--- src/hw/oflow_pkg.sv ---
// optical-flow tracker core, shared constants and bus words
// history memory word, memory request/response, result stream word
`default_nettype none

package oflow_pkg;

	// ------------------------------------------------------------------------
	// sizes
	// ------------------------------------------------------------------------
	localparam int pe_num      = 4;   // boxes per set
	localparam int max_bbox    = 16;  // boxes per frame
	localparam int bbox_idx_w  = 4;
	localparam int set_cnt_w   = 3;   // holds 0..4 sets
	localparam int id_w        = 8;
	localparam int coord_w     = 8;
	localparam int score_w     = 9;   // |dx| + |dy| needs one extra bit
	localparam int match_dist  = 8;   // largest distance still tracked
	localparam int conflict_th = 4;   // fresh ids that reject a frame
	localparam int frame_num_w = 8;
	localparam int client_num  = 3;   // pe array, resolver, writer
	localparam int mem_addr_w  = 5;   // {bank, box index}

	// ------------------------------------------------------------------------
	// packed words
	// ------------------------------------------------------------------------
	typedef struct packed {
		logic [coord_w-1:0] x;
		logic [coord_w-1:0] y;
	} bbox_t;

	typedef struct packed {
		bbox_t [pe_num-1:0] box;  // box[0] is the lowest index of the set
	} set_t;

	typedef struct packed {
		bbox_t           box;
		logic [id_w-1:0] id;
		logic            fresh;  // id was newly issued in this frame
	} hist_entry_t;

	typedef struct packed {
		logic                  req;
		logic                  we;
		logic [mem_addr_w-1:0] addr;
		hist_entry_t           wdata;
	} mem_req_t;

	typedef struct packed {
		logic        gnt;
		logic        rvalid;  // one cycle after a read grant
		hist_entry_t rdata;
	} mem_rsp_t;

	typedef struct packed {
		logic [bbox_idx_w-1:0] idx;
		logic [id_w-1:0]       id;
		logic [score_w-1:0]    score;
		logic                  fresh;
	} result_t;

	typedef struct packed {
		logic                   committed;
		logic [frame_num_w-1:0] frame_num;
	} frame_status_t;

	// manhattan distance between two box corners
	function automatic logic [score_w-1:0] bbox_dist(input bbox_t a, input bbox_t b);
		logic [coord_w-1:0] dx;
		logic [coord_w-1:0] dy;
		dx = (a.x > b.x) ? a.x - b.x : b.x - a.x;
		dy = (a.y > b.y) ? a.y - b.y : b.y - a.y;
		return {1'b0, dx} + {1'b0, dy};
	endfunction

endpackage

`default_nettype wire

--- src/hw/oflow_conflict_resolve.sv ---
// conflict check on the frame just matched
// counts fresh identities in the current bank, rejects at the threshold
`timescale 1ns/1ps
`default_nettype none

module oflow_conflict_resolve import oflow_pkg::*; (
	input  logic                  clk,
	input  logic                  reset_N,
	input  logic                  start_cr,
	input  logic                  bank,
	input  logic [bbox_idx_w:0]   num_of_bbox_in_frame,
	input  mem_rsp_t              mem_rsp,
	output logic                  done_cr,      // frame may be committed
	output logic                  conflict_th,  // frame rejected
	output mem_req_t              mem_req
);

	typedef enum logic [1:0] {c_idle, c_rd, c_rwait} cr_state_t;

	cr_state_t             state;
	logic [bbox_idx_w-1:0] idx;
	logic [2:0]            fresh_cnt;  // stops at the threshold
	logic [2:0]            cnt_next;
	logic                  last_box;

	assign cnt_next = fresh_cnt + mem_rsp.rdata.fresh;
	assign last_box = ({1'b0, idx} == num_of_bbox_in_frame - 1'b1);
	assign mem_req  = '{req: (state == c_rd), we: 1'b0, addr: {bank, idx}, wdata: '0};

	always_ff @(posedge clk or negedge reset_N) begin
		if (!reset_N) begin
			state       <= c_idle;
			idx         <= '0;
			fresh_cnt   <= '0;
			done_cr     <= 1'b0;
			conflict_th <= 1'b0;
		end else begin
			done_cr     <= 1'b0;
			conflict_th <= 1'b0;
			case (state)
				c_idle: if (start_cr) begin
					idx       <= '0;
					fresh_cnt <= '0;
					state     <= c_rd;
				end
				c_rd: if (mem_rsp.gnt)
					state <= c_rwait;
				c_rwait: if (mem_rsp.rvalid) begin
					fresh_cnt <= cnt_next;
					if (cnt_next >= oflow_pkg::conflict_th) begin
						conflict_th <= 1'b1;  // no need to scan further
						state       <= c_idle;
					end else if (last_box) begin
						done_cr <= 1'b1;
						state   <= c_idle;
					end else begin
						idx   <= idx + 1'b1;
						state <= c_rd;
					end
				end
				default: state <= c_idle;
			endcase
		end
	end

endmodule

`default_nettype wire

--- src/hw/oflow_core_fsm.sv ---
// frame sequencer for the tracker core
// counts sets against the frame size, numbers committed frames and
// issues the start strobes for matching, conflict check and write-out
`timescale 1ns/1ps
`default_nettype none

module oflow_core_fsm import oflow_pkg::*; (
	input  logic                   clk,
	input  logic                   reset_N,
	input  logic                   start,
	input  logic                   new_frame,
	input  logic [bbox_idx_w:0]    num_of_bbox_in_frame,  // 1..16
	input  logic                   set_valid,
	input  logic                   done_pe,
	input  logic                   done_cr,
	input  logic                   conflict_th,
	input  logic                   done_write,
	output logic                   ready_new_frame,
	output logic                   ready_new_set,
	output logic                   start_pe,
	output logic [set_cnt_w-1:0]   num_of_sets,
	output logic [set_cnt_w-1:0]   last_set_count,  // 1..4 boxes
	output logic                   start_cr,
	output logic                   start_write,
	output logic                   commit,
	output logic                   bank,
	output logic                   frame_done,
	output frame_status_t          frame_status
);

	// ------------------------------------------------------------------------
	// state and counters
	// ------------------------------------------------------------------------
	typedef enum logic [2:0] {
		idle_st,
		setup_st,  // one cycle, sizes are latched
		pe_st,
		cr_st,
		write_st
	} fsm_state_t;

	fsm_state_t             state;
	fsm_state_t             next_state;
	logic [set_cnt_w-1:0]   sets_taken;   // sets accepted so far
	logic                   set_pending;  // ready_new_set given, no set yet
	logic [frame_num_w-1:0] frame_num;
	logic                   all_sets_in;

	assign all_sets_in = (sets_taken == num_of_sets);
	assign bank        = frame_num[0];  // ping-pong on frame parity

	always_ff @(posedge clk or negedge reset_N) begin
		if (!reset_N) begin
			state <= idle_st;
		end else begin
			state <= next_state;
		end
	end

	// ------------------------------------------------------------------------
	// next state and strobes
	// ------------------------------------------------------------------------
	always_comb begin
		next_state      = state;
		ready_new_frame = 1'b0;
		ready_new_set   = 1'b0;
		start_pe        = 1'b0;
		start_cr        = 1'b0;
		start_write     = 1'b0;
		commit          = 1'b0;
		case (state)
			idle_st: begin
				ready_new_frame = 1'b1;
				if (start || new_frame)  // both open a frame
					next_state = setup_st;
			end
			setup_st: begin
				start_pe      = 1'b1;
				ready_new_set = 1'b1;  // first set request
				next_state    = pe_st;
			end
			pe_st: begin
				if (done_pe) begin  // one done_pe per set
					if (!all_sets_in) begin
						ready_new_set = 1'b1;
					end else if (frame_num == '0) begin
						start_write = 1'b1;  // nothing to compare against
						next_state  = write_st;
					end else begin
						start_cr   = 1'b1;
						next_state = cr_st;
					end
				end
			end
			cr_st: begin
				if (conflict_th) begin
					next_state = idle_st;  // rejected, bank reused
				end else if (done_cr) begin
					start_write = 1'b1;
					next_state  = write_st;
				end
			end
			write_st: begin
				if (done_write) begin
					commit     = 1'b1;
					next_state = idle_st;
				end
			end
			default: next_state = idle_st;
		endcase
	end

	// ------------------------------------------------------------------------
	// sizes, set counting, frame numbering
	// ------------------------------------------------------------------------
	always_ff @(posedge clk or negedge reset_N) begin
		if (!reset_N) begin
			num_of_sets    <= '0;
			last_set_count <= '0;
			sets_taken     <= '0;
			set_pending    <= 1'b0;
			frame_num      <= '0;
			frame_done     <= 1'b0;
			frame_status   <= '0;
		end else begin
			if (state == idle_st && (start || new_frame)) begin
				// ceil(n / 4) and n mod 4, a zero remainder means a full set
				num_of_sets    <= set_cnt_w'((num_of_bbox_in_frame + 5'd3) >> 2);
				last_set_count <= (num_of_bbox_in_frame[1:0] == 2'd0) ?
				                  set_cnt_w'(pe_num) : {1'b0, num_of_bbox_in_frame[1:0]};
			end
			if (state == setup_st)
				sets_taken <= '0;
			else if (set_valid && set_pending)
				sets_taken <= sets_taken + 1'b1;
			if (ready_new_set)
				set_pending <= 1'b1;
			else if (set_valid)
				set_pending <= 1'b0;  // stray set_valid is dropped
			if (commit)
				frame_num <= frame_num + 1'b1;
			// report one cycle after the frame ends either way
			frame_done <= commit || (state == cr_st && conflict_th);
			if (commit || (state == cr_st && conflict_th))
				frame_status <= '{committed: commit, frame_num: frame_num};
		end
	end

endmodule

`default_nettype wire

--- src/hw/oflow_core_top.sv ---
// tracker core top level
// sequencer, matcher, resolver and writer around one history buffer
`timescale 1ns/1ps
`default_nettype none

module oflow_core_top import oflow_pkg::*; (
	input  logic                clk,
	input  logic                reset_N,
	input  logic                start,
	input  logic                new_frame,
	input  logic [bbox_idx_w:0] num_of_bbox_in_frame,
	input  logic                set_valid,
	input  set_t                set_in,
	output logic                ready_new_frame,
	output logic                ready_new_set,
	output logic                result_valid,
	output result_t             result,
	output logic                frame_done,
	output frame_status_t       frame_status
);

	logic                       start_pe;
	logic                       done_pe;
	logic [set_cnt_w-1:0]       num_of_sets;
	logic [set_cnt_w-1:0]       last_set_count;
	logic                       start_cr;
	logic                       done_cr;
	logic                       conflict_th;
	logic                       start_write;
	logic                       done_write;
	logic                       commit;
	logic                       bank;
	mem_req_t [client_num-1:0]  mem_req;  // 0 pe, 1 resolver, 2 writer
	mem_rsp_t [client_num-1:0]  mem_rsp;

	oflow_core_fsm u_fsm (
		.clk, .reset_N, .start, .new_frame, .num_of_bbox_in_frame, .set_valid,
		.done_pe, .done_cr, .conflict_th, .done_write,
		.ready_new_frame, .ready_new_set, .start_pe, .num_of_sets, .last_set_count,
		.start_cr, .start_write, .commit, .bank, .frame_done, .frame_status
	);

	oflow_pe_array u_pe (
		.clk, .reset_N, .start_pe, .num_of_sets, .last_set_count, .set_valid, .set_in,
		.bank, .commit, .mem_rsp(mem_rsp[0]), .done_pe, .mem_req(mem_req[0])
	);

	oflow_conflict_resolve u_cr (
		.clk, .reset_N, .start_cr, .bank, .num_of_bbox_in_frame,
		.mem_rsp(mem_rsp[1]), .done_cr, .conflict_th, .mem_req(mem_req[1])
	);

	oflow_result_writer u_wr (
		.clk, .reset_N, .start_write, .bank, .num_of_bbox_in_frame, .mem_rsp(mem_rsp[2]),
		.result_valid, .result, .done_write, .mem_req(mem_req[2])
	);

	oflow_history_buffer u_hist (
		.clk, .reset_N, .req(mem_req), .rsp(mem_rsp)
	);

endmodule

`default_nettype wire

--- src/hw/oflow_history_buffer.sv ---
// two-bank history memory shared by three clients
// fixed priority grant, client 0 highest, registered read data
`timescale 1ns/1ps
`default_nettype none

module oflow_history_buffer import oflow_pkg::*; (
	input  logic                         clk,
	input  logic                         reset_N,
	input  mem_req_t [client_num-1:0]    req,
	output mem_rsp_t [client_num-1:0]    rsp
);

	hist_entry_t             mem [0:2**mem_addr_w-1];  // bank bit is the msb
	logic [client_num-1:0]   gnt;
	logic [client_num-1:0]   rvalid_q;
	mem_req_t                sel;                      // granted request
	hist_entry_t             rdata_q;

	// ------------------------------------------------------------------------
	// arbiter
	// ------------------------------------------------------------------------
	always_comb begin
		gnt = '0;
		sel = '0;
		for (int i = 0; i < client_num; i++) begin
			if (req[i].req && gnt == '0) begin  // first requester wins
				gnt[i] = 1'b1;
				sel    = req[i];
			end
		end
	end

	always_ff @(posedge clk or negedge reset_N) begin
		if (!reset_N) begin
			rvalid_q <= '0;
		end else begin
			for (int i = 0; i < client_num; i++)
				rvalid_q[i] <= gnt[i] && !req[i].we;  // reads only
		end
	end

	// ------------------------------------------------------------------------
	// storage
	// ------------------------------------------------------------------------
	always_ff @(posedge clk) begin
		if (sel.req) begin
			if (sel.we)
				mem[sel.addr] <= sel.wdata;
			else
				rdata_q <= mem[sel.addr];
		end
	end

	// read data is broadcast, rvalid tells the owner
	always_comb begin
		for (int i = 0; i < client_num; i++)
			rsp[i] = '{gnt: gnt[i], rvalid: rvalid_q[i], rdata: rdata_q};
	end

endmodule

`default_nettype wire

--- src/hw/oflow_pe_array.sv ---
// box matcher for one set at a time
// each box is compared with the same index of the previous bank and
// written to the current bank with an inherited or a fresh identity
`timescale 1ns/1ps
`default_nettype none

module oflow_pe_array import oflow_pkg::*; (
	input  logic                 clk,
	input  logic                 reset_N,
	input  logic                 start_pe,
	input  logic [set_cnt_w-1:0] num_of_sets,
	input  logic [set_cnt_w-1:0] last_set_count,
	input  logic                 set_valid,
	input  set_t                 set_in,
	input  logic                 bank,
	input  logic                 commit,
	input  mem_rsp_t             mem_rsp,
	output logic                 done_pe,  // per set
	output mem_req_t             mem_req
);

	typedef enum logic [2:0] {p_idle, p_wait, p_look, p_rwait, p_wr} pe_state_t;

	pe_state_t                   state;
	set_t                        set_q;
	hist_entry_t                 entry_q;    // word to write back
	logic [set_cnt_w-1:0]        set_cnt;
	logic [1:0]                  lane;       // one of pe_num boxes
	logic [set_cnt_w-1:0]        set_boxes;  // boxes in the current set
	logic [bbox_idx_w-1:0]       idx;
	logic [1:0][max_bbox-1:0]    ent_valid;  // per bank, per box
	logic                        prev_valid;
	logic [id_w-1:0]             fresh_base; // first id not yet committed
	logic [id_w-1:0]             fresh_cnt;  // fresh ids in this frame
	logic [id_w-1:0]             fresh_id;
	bbox_t                       cur_box;
	logic                        match;
	logic                        take_fresh;
	logic                        last_set;

	assign cur_box    = set_q.box[lane];
	assign idx        = {set_cnt[1:0], lane};
	assign prev_valid = ent_valid[~bank][idx];
	assign last_set   = (set_cnt == num_of_sets - 1'b1);
	assign set_boxes  = last_set ? last_set_count : set_cnt_w'(pe_num);
	assign fresh_id   = fresh_base + fresh_cnt;
	assign match      = bbox_dist(cur_box, mem_rsp.rdata.box) <= match_dist;
	// no history entry, or history too far away
	assign take_fresh = (state == p_look && !prev_valid) ||
	                    (state == p_rwait && mem_rsp.rvalid && !match);

	// read previous bank in p_look, write current bank in p_wr
	always_comb begin
		mem_req       = '0;
		mem_req.addr  = {bank, idx};
		mem_req.wdata = entry_q;
		if (state == p_look && prev_valid) begin
			mem_req.req  = 1'b1;
			mem_req.addr = {~bank, idx};
		end else if (state == p_wr) begin
			mem_req.req = 1'b1;
			mem_req.we  = 1'b1;
		end
	end

	// ------------------------------------------------------------------------
	// control
	// ------------------------------------------------------------------------
	always_ff @(posedge clk or negedge reset_N) begin
		if (!reset_N) begin
			state      <= p_idle;
			set_cnt    <= '0;
			lane       <= '0;
			ent_valid  <= '0;
			fresh_base <= '0;
			fresh_cnt  <= '0;
			done_pe    <= 1'b0;
		end else begin
			done_pe <= 1'b0;
			if (commit)
				fresh_base <= fresh_base + fresh_cnt;  // frame accepted
			if (take_fresh)
				fresh_cnt <= fresh_cnt + 1'b1;
			case (state)
				p_idle: if (start_pe) begin
					set_cnt         <= '0;
					fresh_cnt       <= '0;
					ent_valid[bank] <= '0;  // bank is rebuilt from scratch
					state           <= p_wait;
				end
				p_wait: if (set_valid) begin
					lane  <= '0;
					state <= p_look;
				end
				p_look: if (!prev_valid)
					state <= p_wr;
				else if (mem_rsp.gnt)
					state <= p_rwait;
				p_rwait: if (mem_rsp.rvalid)
					state <= p_wr;
				p_wr: if (mem_rsp.gnt) begin
					ent_valid[bank][idx] <= 1'b1;
					if ({1'b0, lane} == set_boxes - 1'b1) begin
						done_pe <= 1'b1;
						set_cnt <= set_cnt + 1'b1;
						state   <= last_set ? p_idle : p_wait;
					end else begin
						lane  <= lane + 1'b1;
						state <= p_look;
					end
				end
				default: state <= p_idle;
			endcase
		end
	end

	// set and entry payload
	always_ff @(posedge clk) begin
		if (state == p_wait && set_valid)
			set_q <= set_in;
		if (take_fresh)
			entry_q <= '{box: cur_box, id: fresh_id, fresh: 1'b1};
		else if (state == p_rwait && mem_rsp.rvalid)
			entry_q <= '{box: cur_box, id: mem_rsp.rdata.id, fresh: 1'b0};  // tracked
	end

endmodule

`default_nettype wire

--- src/hw/oflow_result_writer.sv ---
// result streamer for a committed frame
// reads the current bank in index order, tracked boxes also fetch the
// previous entry so that the score is the corner distance
`timescale 1ns/1ps
`default_nettype none

module oflow_result_writer import oflow_pkg::*; (
	input  logic                clk,
	input  logic                reset_N,
	input  logic                start_write,
	input  logic                bank,
	input  logic [bbox_idx_w:0] num_of_bbox_in_frame,
	input  mem_rsp_t            mem_rsp,
	output logic                result_valid,
	output result_t             result,
	output logic                done_write,
	output mem_req_t            mem_req
);

	typedef enum logic [2:0] {w_idle, w_rd_cur, w_cur, w_rd_prev, w_prev} wr_state_t;

	wr_state_t             state;
	logic [bbox_idx_w-1:0] idx;
	hist_entry_t           cur_q;
	logic                  last_box;
	logic                  emit;

	assign last_box = ({1'b0, idx} == num_of_bbox_in_frame - 1'b1);
	// fresh boxes go out right away with a zero score
	assign emit     = mem_rsp.rvalid &&
	                  ((state == w_cur && mem_rsp.rdata.fresh) || state == w_prev);

	always_comb begin
		mem_req      = '0;
		mem_req.req  = (state == w_rd_cur) || (state == w_rd_prev);
		mem_req.addr = {(state == w_rd_prev) ? ~bank : bank, idx};
	end

	always_ff @(posedge clk or negedge reset_N) begin
		if (!reset_N) begin
			state        <= w_idle;
			idx          <= '0;
			result_valid <= 1'b0;
			done_write   <= 1'b0;
		end else begin
			result_valid <= emit;
			done_write   <= emit && last_box;
			case (state)
				w_idle: if (start_write) begin
					idx   <= '0;
					state <= w_rd_cur;
				end
				w_rd_cur:  if (mem_rsp.gnt) state <= w_cur;
				w_cur:     if (mem_rsp.rvalid && !mem_rsp.rdata.fresh) state <= w_rd_prev;
				w_rd_prev: if (mem_rsp.gnt) state <= w_prev;
				default: ;
			endcase
			if (emit) begin
				idx   <= idx + 1'b1;
				state <= last_box ? w_idle : w_rd_cur;
			end
		end
	end

	// result payload
	always_ff @(posedge clk) begin
		if (state == w_cur && mem_rsp.rvalid) begin
			cur_q  <= mem_rsp.rdata;
			result <= '{idx: idx, id: mem_rsp.rdata.id, score: '0, fresh: mem_rsp.rdata.fresh};
		end
		if (state == w_prev && mem_rsp.rvalid)
			result <= '{idx: idx, id: cur_q.id,
			           score: bbox_dist(cur_q.box, mem_rsp.rdata.box), fresh: 1'b0};
	end

endmodule

`default_nettype wire

--- config.mk ---
export PLATFORM = sky130hd
export DESIGN_NAME = oflow_core_top
export DESIGN_NICKNAME = d
export VERILOG_FILES = /design/src/hw/oflow_pkg.sv /design/src/hw/oflow_conflict_resolve.sv /design/src/hw/oflow_core_fsm.sv /design/src/hw/oflow_core_top.sv /design/src/hw/oflow_history_buffer.sv /design/src/hw/oflow_pe_array.sv /design/src/hw/oflow_result_writer.sv
export SDC_FILE = /design/constraint.sdc
export NUM_CORES = 1
export LEC_CHECK = 0
export BUFFER_PORTS_ARGS = -buffer_cell sky130_fd_sc_hd__buf_2
export CAP_MARGIN = 20
export CORE_UTILIZATION = 48
export DETAILED_ROUTE_END_ITERATION = 12
export GPL_ROUTABILITY_DRIVEN = 0
export SLEW_MARGIN = 20
export SYNTH_ARGS = -nofsm -noshare
export SYNTH_HDL_FRONTEND = slang
export SYNTH_SLANG_ARGS = --single-unit
--- constraint.sdc ---
create_clock -name clk -period 8.8 [get_ports clk]
set_clock_uncertainty 0.05 [all_clocks]
set_input_delay 0.88 -clock clk [delete_from_list [all_inputs] [get_ports clk]]
set_output_delay 0.88 -clock clk [all_outputs]
set_load 0.01 [all_outputs]
==> metrics.md <==
| Metric | Value |
|---|---|
| H-tree depth | `3` |
| First-pass GRT wire length | `177 mm` |
| Setup Fix Bufs, Post-CTS | `0` |
| Most frequent cells in the layout | `edfxtp_1 (958), nand2_1 (487), a21oi_1 (344)` |
| Hold Fails Final Rpt | `0` |
| Rel. slew slack | `0.245` |
| Die height | `310 um` |
| Worst-Margin Slew | `1.13 ns` |
| Root buffer cell | `clkbuf_16` |
| Core ar. | `0.0936 mm2` |
| Tot GR Track Use | `0.250` |
| Detailed Place HPWL | `69.1 mm` |
| CTS Buffer Depth | `3` |
| Post-Synthesis Cells | `3371` |
| Predominant post-synthesis flop cell | `edfxtp_1` |
| Cell Area, Synth | `0.0455 mm2` |
| Pwr Density | `221 mW/mm2` |
| # rows | `112` |
| Vias in the first global route | `27.8k` |
| Register area share after synthesis | `0.694` |
| Worst EP required | `9.26 ns` |
| Synth warn | `0` |
| Clock transition at path regs | `0.06 ns` |
| Worst-Skew Late Latency | `0.69 ns` |
| IO buf count | `108` |
| Grt ovf | `0` |
| Final setup TNS | `0 ns` |
| Starting Density | `0.486` |
| Post-synthesis register bit count | `1071` |
| Max IR drop VDD | `0.000172 V` |
| Critical Path AT | `7.38 ns` |
| Most common cell after layout, fill and taps aside | `edfxtp_1` |
| Worst Path Max Fanout | `17` |
| DR vias | `28.8k` |
| Post-route minimum period | `6.92 ns` |
| Routed Antenna Nets | `0` |
| Post-synthesis average cell area | `13.5 um2` |
| Drt total wl | `121 mm` |
| TritonCTS Buffers | `109` |
| HP Class | `input pin to async pin` |
| Die ar. | `0.0961 mm2` |
| F_max | `145 MHz` |
| Antenna violations before repair | `9` |
| CTS tree | `built` |
| Final count of negative-setup-slack endpoints | `0` |
| Post-cts resize count | `0` |
| Chip Width | `310 um` |
| Post-layout net count | `3644` |
| # hold bufs at CTS | `0` |
| Largest net degree at the start of global routing | `143` |
| Yosys cell types | `59` |
| Per-cell routed wire length | `25.1 um` |
| TritonRoute pass-1 iters | `7` |
| Asr flop ratio synth | `0.104` |
| CP Capture Type | `register` |
| Critical path class | `register to register` |
| Final period util | `0.786` |
| Mapped Nets | `3558` |
| RSZ-0062 raised after global routing | `no` |
| P_leak | `15.5 nW` |
| Layout area overhead | `12.6%` |
| Max-Cap Viols | `0` |
| Share of layout cells above drive strength 1 | `0.125` |
| Crit start category | `register` |
| Post-synth EDFFs | `958` |
| Status | `complete, no violations` |
| I/O pins | `109` |
| Tot Pwr | `11.4 mW` |
| Initial DRC count | `3331` |
| Vias per cell | `6.00` |
| Diode count | `0` |
| Final max-slew violation count | `0` |
| Remaining DRCs | `0` |
| CTS sink count | `1071` |
==> stage by stage <==
| step | utilization | setup WS, ns | cells | cell area (um2) | hold WS [ns] |
|---|---|---|---|---|---|
| global route | 0.548 | 1.48 | 4805 | 51300 | 0.247 |
| CTS | 0.547 | 1.69 | 4803 | 51200 | 0.194 |
| detailed placement | 0.509 | 1.76 | 4598 | 47700 | 0.398 |
| finish | 0.548 | 1.88 | 4805 | 51300 | 0.203 |
| global placement | 0.509 | 1.97 | 4598 | 47700 | 0.387 |
| floorplan | - | 2.39 | 3371 | 45500 | 0.376 |
==> layer usage <==
layer,up-vias,wire (um),global-route usage
li1,12800,-,-
met5,-,17,0
met3,234,9360,0.0429
met4,2,3740,0.0788
met1,14500,50700,0.351
met2,1246,56700,0.396
==> synthesized netlist by cell type (all sizes together) (17+ instances only) <==
cell type / count / area [um2]
a32oi: 51 / 447
nand2: 489 / 1840
mux4: 26 / 586
a31oi: 26 / 163
a21o: 29 / 218
o211ai: 51 / 383
nor2: 131 / 497
ha: 102 / 1280
buf: 83 / 405
and2: 55 / 344
clkbuf: 114 / 430
a22oi: 152 / 1140
nor3: 19 / 95.1
xnor2: 47 / 412
nand3: 120 / 601
nand4: 38 / 238
xor2: 33 / 289
nor2b: 17 / 106
mux2: 23 / 259
dfrtp: 111 / 2780
edfxtp: 958 / 28800
a21oi: 345 / 1730
o21ai: 50 / 250
o21a: 19 / 143
mux2i: 75 / 751
inv: 92 / 345
==> final timing paths <==
path / slack [ns] / end / from / depth (start not counted)
worst min register to register: 0.41 / u_wr.result[0] / u_wr.result[0] / 2
worst max register to register: 1.88 / u_pe.mem_req[8] / u_pe.lane[0] / 21
worst min-delay path: 0.20 / u_pe.fresh_base[2] / reset_N / 1
worst max-delay path: 1.88 / u_pe.mem_req[8] / u_pe.lane[0] / 21
max in group asynchronous: 7.20 / u_pe.lane[0] / reset_N / 2
min in group clk: 0.31 / u_pe.set_q[23] / set_in[23] / 1
==> critical path: stages (launching register included) <==
cell and delay [ns]:
dfrtp_2 0.73, mux4_2 0.63, inv_1 0.08, ha_1 0.17, inv_1 0.07, fa_1 0.42
a21o_1 0.18, a21o_1 0.19, a21o_1 0.18, a21oi_1 0.27, o21ai_2 0.27, mux2_2 0.34
a221o_1 0.36, a31oi_1 0.25, xnor2_1 0.18, ha_1 0.26, or4_1 0.46, nor2_1 0.16
o2111ai_1 0.42, nor3_1 0.78, nand2_1 0.13, o21ai_0 0.12
==> logic make-up (layout without fill, tap and decap cells) <==
| logic type | after synthesis | after routing | share of synthesized area |
|---|---|---|---|
| compound gates | 779 | 779 | 0.108 |
| xor+xnor | 80 | 80 | 0.0154 |
| fa+ha+maj | 113 | 113 | 0.0329 |
| buf+inv | 289 | 469 | 0.0259 |
| flops | 1071 | 1071 | 0.694 |
| mux | 124 | 124 | 0.0350 |
| simple gates | 915 | 915 | 0.0885 |
==> flip-flops by register name, summed over array words and instances (netlist names), 8 cells and up <==
| signal | flops |
|---|---|
| u_pe.fresh_base | 8 |
| u_pe.fresh_cnt | 8 |
| u_fsm.frame_num | 8 |
| u_wr.result | 22 |
| u_pe.ent_valid | 32 |
| u_fsm.frame_status | 9 |
| u_hist.mem | 800 |
| u_pe.mem_req | 25 |
| u_wr.cur_q | 24 |
| u_pe.set_q | 64 |
| u_hist.rsp | 25 |
==> cell type report <==
class,count,area [um2]
Fill cell,7680,42300
Sequential cell,1071,31600
Multi-Input combinational cell,2011,13100
Clock buffer,131,2860
Tap cell,1254,1570
Timing Repair Buffer,172,1120
Clock inverter,74,697
Inverter,92,345
==> report_power, final <==
part           internal [mW]  total, mW  leakage [nW]  switching, mW
Clock                   2.65       4.59          1.74           1.95
Combinational          0.397       1.08          5.45          0.687
Sequential              5.56       5.68          8.33          0.118
Total                   8.60       11.4          15.5           2.75
Power figures use the tool's default switching activity.
